===== src/source/character_pkg.sv =====
package character_pkg;

    //----------------------------------------------------------------------
    // physics word format
    //----------------------------------------------------------------------
    localparam int phy_w        = 17;
    localparam int smooth_shift = 8;    // fraction bits of a velocity
    localparam int cnt_w        = 16;

    typedef logic signed [phy_w-1:0] phy_t;
    typedef logic [cnt_w-1:0]        cnt_t;

    // +1 faces toward higher x, -1 toward lower x
    typedef logic signed [1:0] face_t;

    //----------------------------------------------------------------------
    // world geometry
    //----------------------------------------------------------------------
    localparam int wall_w    = 40;
    localparam int map_x_off = 140;
    localparam int map_w     = 480;
    localparam int char_w_x  = 42;

    // right wall sits at low x, left wall at high x
    localparam phy_t right_bound = phy_t'(map_x_off + wall_w);          // lowest legal x
    localparam phy_t left_bound  = phy_t'(map_w - wall_w + map_x_off - char_w_x);
    localparam phy_t floor_y     = phy_t'(20);

    localparam phy_t init_pos_x = phy_t'(320);
    localparam phy_t init_pos_y = phy_t'(20);

    //----------------------------------------------------------------------
    // physics constants, velocities in 1/256 pixel per tick
    //----------------------------------------------------------------------
    localparam phy_t gravity    = phy_t'(-256);
    localparam phy_t max_vel    = phy_t'(14848);   // clamp magnitude
    localparam phy_t jump_vel_x = phy_t'(512);
    localparam phy_t jump_vel_y = phy_t'(1536);

    localparam cnt_t max_charge  = cnt_t'(500);
    localparam cnt_t charge_step = cnt_t'(10);

    //----------------------------------------------------------------------
    // movement states
    //----------------------------------------------------------------------
    typedef enum logic [2:0] {
        st_idle      = 3'd0,
        st_left      = 3'd1,   // walking toward higher x
        st_right     = 3'd2,   // walking toward lower x
        st_charge    = 3'd3,
        st_jump      = 3'd4,
        st_collision = 3'd5
    } state_t;

    //----------------------------------------------------------------------
    // bundles
    //----------------------------------------------------------------------
    typedef struct packed {
        logic left;
        logic right;
        logic jump;
    } btn_t;

    typedef struct packed {
        phy_t pos_x;
        phy_t pos_y;
        phy_t vel_x;
        phy_t vel_y;
    } phys_t;

    typedef struct packed {
        logic on_ground;   // resting on the floor
        logic landing;     // touching the floor while still falling
        logic side_hit;    // touching a side wall while moving into it
    } contact_t;

endpackage

===== src/source/character_top.sv =====
`timescale 1ns/1ps

module character_top import character_pkg::*; (
    input  logic   sys_clk,
    input  logic   sys_rst_n,
    input  logic   character_tick,
    input  btn_t   btn,
    output phys_t  phys,
    output state_t state,
    output cnt_t   jump_cnt,
    output face_t  face
);

    btn_t     btn_q;
    logic     jump_rise;
    logic     tick_q;
    contact_t contact;

    //----------------------------------------------------------------------
    // input stage
    //----------------------------------------------------------------------
    button_sync button_sync_i (
        .sys_clk        (sys_clk),
        .sys_rst_n      (sys_rst_n),
        .character_tick (character_tick),
        .btn            (btn),
        .btn_q          (btn_q),
        .jump_rise      (jump_rise),
        .tick_q         (tick_q)
    );

    // combinational, from the stored physics
    wall_contact wall_contact_i (
        .phys    (phys),
        .contact (contact)
    );

    //----------------------------------------------------------------------
    // control and physics, both step on tick_q
    //----------------------------------------------------------------------
    motion_fsm motion_fsm_i (
        .sys_clk   (sys_clk),
        .sys_rst_n (sys_rst_n),
        .tick_q    (tick_q),
        .btn_q     (btn_q),
        .jump_rise (jump_rise),
        .contact   (contact),
        .state     (state),
        .jump_cnt  (jump_cnt),
        .face      (face)
    );

    kinematics kinematics_i (
        .sys_clk   (sys_clk),
        .sys_rst_n (sys_rst_n),
        .tick_q    (tick_q),
        .state     (state),
        .jump_cnt  (jump_cnt),
        .face      (face),
        .contact   (contact),
        .phys      (phys)
    );

endmodule


===== src/source/kinematics.sv =====
`timescale 1ns/1ps

module kinematics import character_pkg::*; (
    input  logic     sys_clk,
    input  logic     sys_rst_n,
    input  logic     tick_q,
    input  state_t   state,
    input  cnt_t     jump_cnt,
    input  face_t    face,
    input  contact_t contact,
    output phys_t    phys
);

    phy_t  jf;
    phy_t  dvel_x;
    phy_t  dvel_y;
    phy_t  acc_y;
    phy_t  vel_x_nxt;
    phy_t  vel_y_nxt;
    phy_t  disp_x;
    phy_t  pos_x_sum;
    phy_t  pos_y_sum;
    phys_t phys_nxt;
    logic  jumping;

    function automatic phy_t clamp_vel(input phy_t v);
        if (v > max_vel) begin
            return max_vel;
        end else if (v < -max_vel) begin
            return -max_vel;
        end
        return v;
    endfunction

    //----------------------------------------------------------------------
    // jump factor from the charge count
    //----------------------------------------------------------------------
    // three 3-bit groups weighted 256, 128 and 32, plus a fixed 64
    assign jf = phy_t'({jump_cnt[8:6], 8'b0}) + phy_t'({jump_cnt[5:3], 7'b0})
              + phy_t'({jump_cnt[2:0], 5'b0}) + phy_t'(64);

    assign jumping = (state == st_jump);

    //----------------------------------------------------------------------
    // velocity step
    //----------------------------------------------------------------------
    always_comb begin
        if (contact.landing) begin
            dvel_x = -phys.vel_x;               // stop dead
            dvel_y = -phys.vel_y;
        end else if (contact.side_hit) begin
            dvel_x = -(phys.vel_x <<< 1);       // net result is -vel_x
            dvel_y = '0;
        end else if (jumping) begin
            dvel_x = (jump_vel_x + (jf >>> 2)) * face;
            dvel_y = jump_vel_y + jf;
        end else begin
            dvel_x = '0;
            dvel_y = '0;
        end
    end

    // no gravity while resting, nor on the landing tick itself
    assign acc_y = ((contact.on_ground && !jumping) || contact.landing) ? '0 : gravity;

    assign vel_x_nxt = clamp_vel(phys.vel_x + dvel_x);
    assign vel_y_nxt = clamp_vel(phys.vel_y + dvel_y + acc_y);

    //----------------------------------------------------------------------
    // position step
    //----------------------------------------------------------------------
    always_comb begin
        case (state)
            st_left:  disp_x = phy_t'(1);
            st_right: disp_x = -phy_t'(1);
            default:  disp_x = '0;
        endcase
    end

    assign pos_x_sum = phys.pos_x + disp_x + (vel_x_nxt >>> smooth_shift);
    assign pos_y_sum = phys.pos_y + (vel_y_nxt >>> smooth_shift);

    always_comb begin
        phys_nxt.vel_x = vel_x_nxt;
        phys_nxt.vel_y = vel_y_nxt;
        if (pos_x_sum < right_bound) begin
            phys_nxt.pos_x = right_bound;
        end else if (pos_x_sum > left_bound) begin
            phys_nxt.pos_x = left_bound;
        end else begin
            phys_nxt.pos_x = pos_x_sum;
        end
        phys_nxt.pos_y = (pos_y_sum < floor_y) ? floor_y : pos_y_sum;
    end

    always_ff @(posedge sys_clk or negedge sys_rst_n) begin
        if (!sys_rst_n) begin
            phys.pos_x <= init_pos_x;
            phys.pos_y <= init_pos_y;
            phys.vel_x <= '0;
            phys.vel_y <= '0;
        end else if (tick_q) begin
            phys <= phys_nxt;
        end
    end

endmodule


===== src/source/motion_fsm.sv =====
`timescale 1ns/1ps

module motion_fsm import character_pkg::*; (
    input  logic     sys_clk,
    input  logic     sys_rst_n,
    input  logic     tick_q,
    input  btn_t     btn_q,
    input  logic     jump_rise,
    input  contact_t contact,
    output state_t   state,
    output cnt_t     jump_cnt,
    output face_t    face
);

    state_t state_nxt;
    logic   jump_latch;
    logic   charge_done;

    //----------------------------------------------------------------------
    // jump request latch
    //----------------------------------------------------------------------
    // set on any cycle, cleared only by a processed tick in the jump state
    always_ff @(posedge sys_clk or negedge sys_rst_n) begin
        if (!sys_rst_n) begin
            jump_latch <= 1'b0;
        end else if (jump_rise && contact.on_ground) begin
            jump_latch <= 1'b1;
        end else if (tick_q && (state == st_jump)) begin
            jump_latch <= 1'b0;
        end
    end

    // full charge or button let go
    assign charge_done = (jump_cnt >= max_charge) || !btn_q.jump;

    //----------------------------------------------------------------------
    // next state
    //----------------------------------------------------------------------
    always_comb begin
        if (contact.landing || contact.side_hit) begin
            state_nxt = st_collision;
        end else begin
            case (state)
                st_idle, st_left, st_right: begin
                    if (!contact.on_ground) begin
                        state_nxt = st_idle;
                    end else if (btn_q.left) begin
                        state_nxt = st_left;
                    end else if (btn_q.right) begin
                        state_nxt = st_right;
                    end else if (jump_latch) begin
                        state_nxt = st_charge;
                    end else begin
                        state_nxt = st_idle;
                    end
                end
                st_charge: begin
                    state_nxt = charge_done ? st_jump : st_charge;
                end
                st_jump, st_collision: begin
                    state_nxt = st_idle;   // launch and bounce last one tick
                end
                default: begin
                    state_nxt = st_idle;
                end
            endcase
        end
    end

    always_ff @(posedge sys_clk or negedge sys_rst_n) begin
        if (!sys_rst_n) begin
            state <= st_idle;
        end else if (tick_q) begin
            state <= state_nxt;
        end
    end

    //----------------------------------------------------------------------
    // charge counter
    //----------------------------------------------------------------------
    always_ff @(posedge sys_clk or negedge sys_rst_n) begin
        if (!sys_rst_n) begin
            jump_cnt <= cnt_t'(1);
        end else if (tick_q) begin
            if (state == st_charge) begin
                jump_cnt <= jump_cnt + charge_step;
            end else if (state == st_jump) begin
                jump_cnt <= cnt_t'(1);   // back to base after launch
            end
        end
    end

    //----------------------------------------------------------------------
    // facing
    //----------------------------------------------------------------------
    always_ff @(posedge sys_clk or negedge sys_rst_n) begin
        if (!sys_rst_n) begin
            face <= 2'sd1;
        end else if (tick_q) begin
            if (contact.side_hit) begin
                face <= -face;          // turn around off the wall
            end else if (state == st_left) begin
                face <= 2'sd1;
            end else if (state == st_right) begin
                face <= -2'sd1;
            end
        end
    end

endmodule


===== src/source/wall_contact.sv =====
`timescale 1ns/1ps

module wall_contact import character_pkg::*; (
    input  phys_t    phys,
    output contact_t contact
);

    logic at_floor;
    logic at_left;
    logic at_right;
    logic vel_y_zero;
    logic falling;
    logic moving_up_x;
    logic moving_down_x;

    //----------------------------------------------------------------------
    // boundary touch
    //----------------------------------------------------------------------
    assign at_floor = (phys.pos_y == floor_y);
    assign at_left  = (phys.pos_x == left_bound);   // high x side
    assign at_right = (phys.pos_x == right_bound);  // low x side

    // velocity signs
    assign vel_y_zero    = (phys.vel_y == '0);
    assign falling       = (phys.vel_y < 0);
    assign moving_up_x   = (phys.vel_x > 0);
    assign moving_down_x = (phys.vel_x < 0);

    //----------------------------------------------------------------------
    // contact conditions
    //----------------------------------------------------------------------
    // positions are clamped before they are stored, so a wall only counts
    // when the character presses into it
    always_comb begin
        contact.on_ground = at_floor && vel_y_zero;
        contact.landing   = at_floor && falling;
        contact.side_hit  = (at_left && moving_up_x) || (at_right && moving_down_x);
    end

endmodule


===== src/source/button_sync.sv =====
`timescale 1ns/1ps

module button_sync import character_pkg::*; (
    input  logic sys_clk,
    input  logic sys_rst_n,
    input  logic character_tick,
    input  btn_t btn,
    output btn_t btn_q,
    output logic jump_rise,
    output logic tick_q
);

    //----------------------------------------------------------------------
    // input registers
    //----------------------------------------------------------------------
    always_ff @(posedge sys_clk or negedge sys_rst_n) begin
        if (!sys_rst_n) begin
            btn_q  <= '0;
            tick_q <= 1'b0;
        end else begin
            btn_q  <= btn;             // levels, one stage
            tick_q <= character_tick;  // world update strobe
        end
    end

    // jump pressed this cycle but not last cycle
    assign jump_rise = btn.jump & ~btn_q.jump;

endmodule


===== config.mk =====
export PLATFORM = sky130hd
export DESIGN_NAME = character_top
export DESIGN_NICKNAME = d
export VERILOG_FILES = /design/src/source/character_pkg.sv /design/src/source/character_top.sv /design/src/source/kinematics.sv /design/src/source/motion_fsm.sv /design/src/source/wall_contact.sv /design/src/source/button_sync.sv
export SDC_FILE = /design/constraint.sdc
export NUM_CORES = 1
export LEC_CHECK = 0
export BUFFER_PORTS_ARGS = -buffer_cell sky130_fd_sc_hd__buf_2
export CORE_UTILIZATION = 60
export CTS_CLUSTER_DIAMETER = 120
export DETAILED_ROUTE_END_ITERATION = 8
export GPL_ROUTABILITY_DRIVEN = 0
export PLACE_DENSITY_LB_ADDON = 0.15
export SLEW_MARGIN = 40
export SYNTH_ARGS = -nofsm -noshare
export SYNTH_HDL_FRONTEND = slang
export SYNTH_HIERARCHICAL = 1
export SYNTH_SLANG_ARGS = --single-unit

===== constraint.sdc =====
create_clock -name sys_clk -period 10.9 [get_ports sys_clk]
set_input_delay 1.09 -clock sys_clk [delete_from_list [all_inputs] [get_ports sys_clk]]
set_output_delay 1.09 -clock sys_clk [all_outputs]
set_load 0.005 [all_outputs]

==> summary.md <==
| Metric | Value |
|---|---|
| Critical path buffer and inverter count | `2` |
| Syn Nets | `1316` |
| Via density | `between 6 and 7` |
| Max Clk Rate | `103.4 MHz` |
| I/O Buffers | `94` |
| Ys async rst share | `between 90% and 100%` |
| FF/Latch Area | `2361 sq um` |
| Post-route ant nets | `0` |
| Synth Warn # | `6` |
| DR DRC count | `0` |
| Max-cap violations | `0` |
| Total GRT Usage | `a little under a third` |
| Final Util | `between 60% and 70%` |
| GRT busiest layer | `met2` |
| Hold path depth | `1` |
| Worst Clk Skew | `9.943 ps` |
| Post-CTS sizing | `0` |
| Die height | `approximately 130 um` |
| # setup viols final | `0` |
| Slew headroom | `48.33%` |
| Share of cells above drive strength 1 | `~14%` |
| Worst path most repeated cell | `o21ai_0` |
| Post-route design area | `11030 sq um` |
| Synth Cell Area | `roughly 10000 sq um` |
| Top FF cell, synth | `dfrtp_1` |
| Area taken by multi-input logic gates | `approximately 7200 sq um` |
| Initial DRT Pass Iterations | `5` |
| H-tree levels | `3` |
| Worst path depth | `34` |
| CP peak stage delay | `around 570 ps` |
| WL final | `~26000 um` |
| Vias | `roughly 9.4k` |
| Met3 Use GR | `under 10%` |
| Cts bufs inserted | `9` |
| EDFF count, synth | `0` |
| WP data required | `~11000 ps` |
| Worst-Skew Late Latency | `360 ps` |
| Antenna diodes | `0` |
| Worst-path fanout max | `19` |
| Post-route setup TNS | `0 ps` |
| FF+latch count, synth | `94` |
| Global-route track usage on met2 | `between 50% and 60%` |
| Hold buffers post-CTS | `0` |
| Post-layout min period | `around 9700 ps` |
| Placement Cell Area | `between 10000 and 15000 sq um` |
| Met1 Use GR | `around two fifths` |
| Clock Tree Root | `clkbuf_16` |
| Syn Inst Count | `around 1.2k` |
| Area growth, synth to finish | `8.867%` |
| Final Slew Violations | `0` |
| Hold Vio Cnt, Final | `0` |
| Row Count | `between 40 and 50` |
| RSZ-0062 raised after global routing | `no` |
| Kind of critical path | `flip-flop to flip-flop` |
| Chip Width | `132.0 um` |
| Slowest cell on crit path | `nor4b_4` |
| Critical path's top delay family | `compound AO/OA/AOI/OAI gates` |
| First-pass GRT wire length | `around 43000 um` |
| Largest net degree at the start of global routing | `65` |
| Startpoint Class | `flip-flop` |
| Initial core utilization | `~61%` |
| Fillers | `1417` |
| Grt total ovfl | `0` |
| Postcts setup bufs | `0` |
| Period utilisation layout | `88.76%` |
| CTS tree | `done` |
| Least-Margin Pin Slew | `763.0 ps` |
| CTS Sinks | `94` |
| Final Net Count | `~1.4k` |
| Clock transition at the registers of the reported paths | `around 70 ps` |
| Crit path DAT | `about 10000 ps` |
| Distinct cells, synth | `around 110` |
| Sequential share of the synthesized area | `23.29%` |
| Total die area | `17410 sq um` |
| Syn avg cell area | `~8.5 sq um` |
| Initial antenna violation count | `0` |
| Vias in the first global route | `about 8.7k` |
| Core area | `16520 sq um` |
| HP Class | `flip-flop to flip-flop` |
| Post-DR wirelength/cell | `~18 um` |
| Ports | `between 90 and 100` |
| Crit end category | `flip-flop` |
| Worst r2r path cells | `34` |
| DP Wirelength | `about 20000 um` |
| Outcome | `finished clean` |
| Longest Clk Path Bufs | `2` |
| Drt first-iter violations | `between 600 and 700` |
[through the flow]
step,hold WS [ps],setup WS (ps),std cells
floorplan,488.8,2335,1191
global route,580.9,244.9,1494
finish,537.7,1226,1494
CTS,535.4,1256,1494
detailed placement,514.6,1280,1478
global placement,512.4,1585,1478
[path summary, 6_finish.rpt]
path                                          from                       end  slack [ps]
hold / removal             motion_fsm_i/jump_latch   motion_fsm_i/jump_latch         540
hold reg to reg            motion_fsm_i/jump_latch   motion_fsm_i/jump_latch         540
setup reg to reg             kinematics_i/phys[25]     kinematics_i/phys[43]        1230
min in group asynchronous                sys_rst_n  motion_fsm_i/jump_cnt[1]         720
setup / recovery             kinematics_i/phys[25]     kinematics_i/phys[43]        1230
max in group asynchronous                sys_rst_n      button_sync_i/tick_q        9010
[layout make-up]
| class | count | area share (%) |
|---|---|---|
| Inverter | 98 | 3.335 |
| Multi-Input combinational cell | 965 | 65.40 |
| Sequential cell | 94 | 21.40 |
| Clock inverter | 4 | 0.4537 |
| Tap cell | 220 | 2.495 |
| Clock buffer | 12 | 2.144 |
| Timing Repair Buffer | 101 | 4.764 |
[worst register-to-register path, delay by kind of cell (launching register included)]
kind | cells | cell delay, ps
compound gates | 14 | 3450
xor+xnor | 2 | 640
fa+ha+maj | 5 | 1570
buf+inv | 2 | 260
flops | 1 | 510
mux | 1 | 320
simple gates | 10 | 2820
[sequential cells by signal, indices dropped and copies added (netlist names)]
register                 count
motion_fsm_i/face            2
motion_fsm_i/jump_latch      1
kinematics_i/phys           68
motion_fsm_i/jump_cnt       16
button_sync_i/btn_q          3
motion_fsm_i/state           3
button_sync_i/tick_q         1
[layout by cell type (no fill, tap or decap), types with 21 or more instances in the layout]
cell type / count
dfrtp_1: 87
buf_2: 93
nor3_1: 22
nor2_1: 97
fa_1: 29
o21ai_0: 69
xnor2_1: 50
nor4_1: 21
xor2_1: 33
inv_1: 97
ha_1: 90
nand3_1: 29
nand2_1: 86
a21oi_1: 71
[synthesized netlist by cell type (7+ instances only)]
cell type  instances  share of area, %
a211o_1            7              0.61
a211oi_1          18               1.3
a21o_1            19               1.4
a21oi_1           71               3.5
a22o_1            15               1.3
a31o_2             7              0.61
a31oi_1           16              0.99
and2_1            13              0.80
and3_1            12              0.74
clkbuf_1          16              0.59
dfrtp_1           88                22
fa_1              29               5.7
ha_1              90                11
inv_1             97               3.6
nand2_1           86               3.2
nand3_1           29               1.4
nand3b_1           7              0.52
nand4_1            9              0.56
nor2_1            97               3.6
nor2b_1            9              0.56
nor3_1            22               1.1
nor4_1            21               1.3
o2111ai_1          8              0.69
o21a_1            20               1.5
o21ai_0           69               3.4
o21bai_1           8              0.59
o22ai_1            9              0.56
o2bb2ai_1         10              0.86
o31ai_1           12              0.89
or2_2             13              0.80
or3_1             17               1.0
xnor2_1           50               4.3
xor2_1            34               2.9
[kinds of logic after synthesis]
kind of cell | Yosys count | share of synthesized area [%]
simple gates | 389 | 20.57
buf+inv | 132 | 5.594
compound gates | 363 | 25.01
xor+xnor | 86 | 7.656
fa+ha+maj | 119 | 16.84
flops | 94 | 23.29
mux | 8 | 1.037
[per-layer routing]
| metal | vias up | routed length [um] |
|---|---|---|
| li1 | 4549 | - |
| met1 | 4496 | 11870 |
| met2 | 283 | 12370 |
| met3 | 54 | 1364 |
| met4 | 0 | 702 |
| met5 | - | 0 |
Power is not shown: default switching activity piles up to over one toggle a cycle in this logic, so the estimate is an artifact.
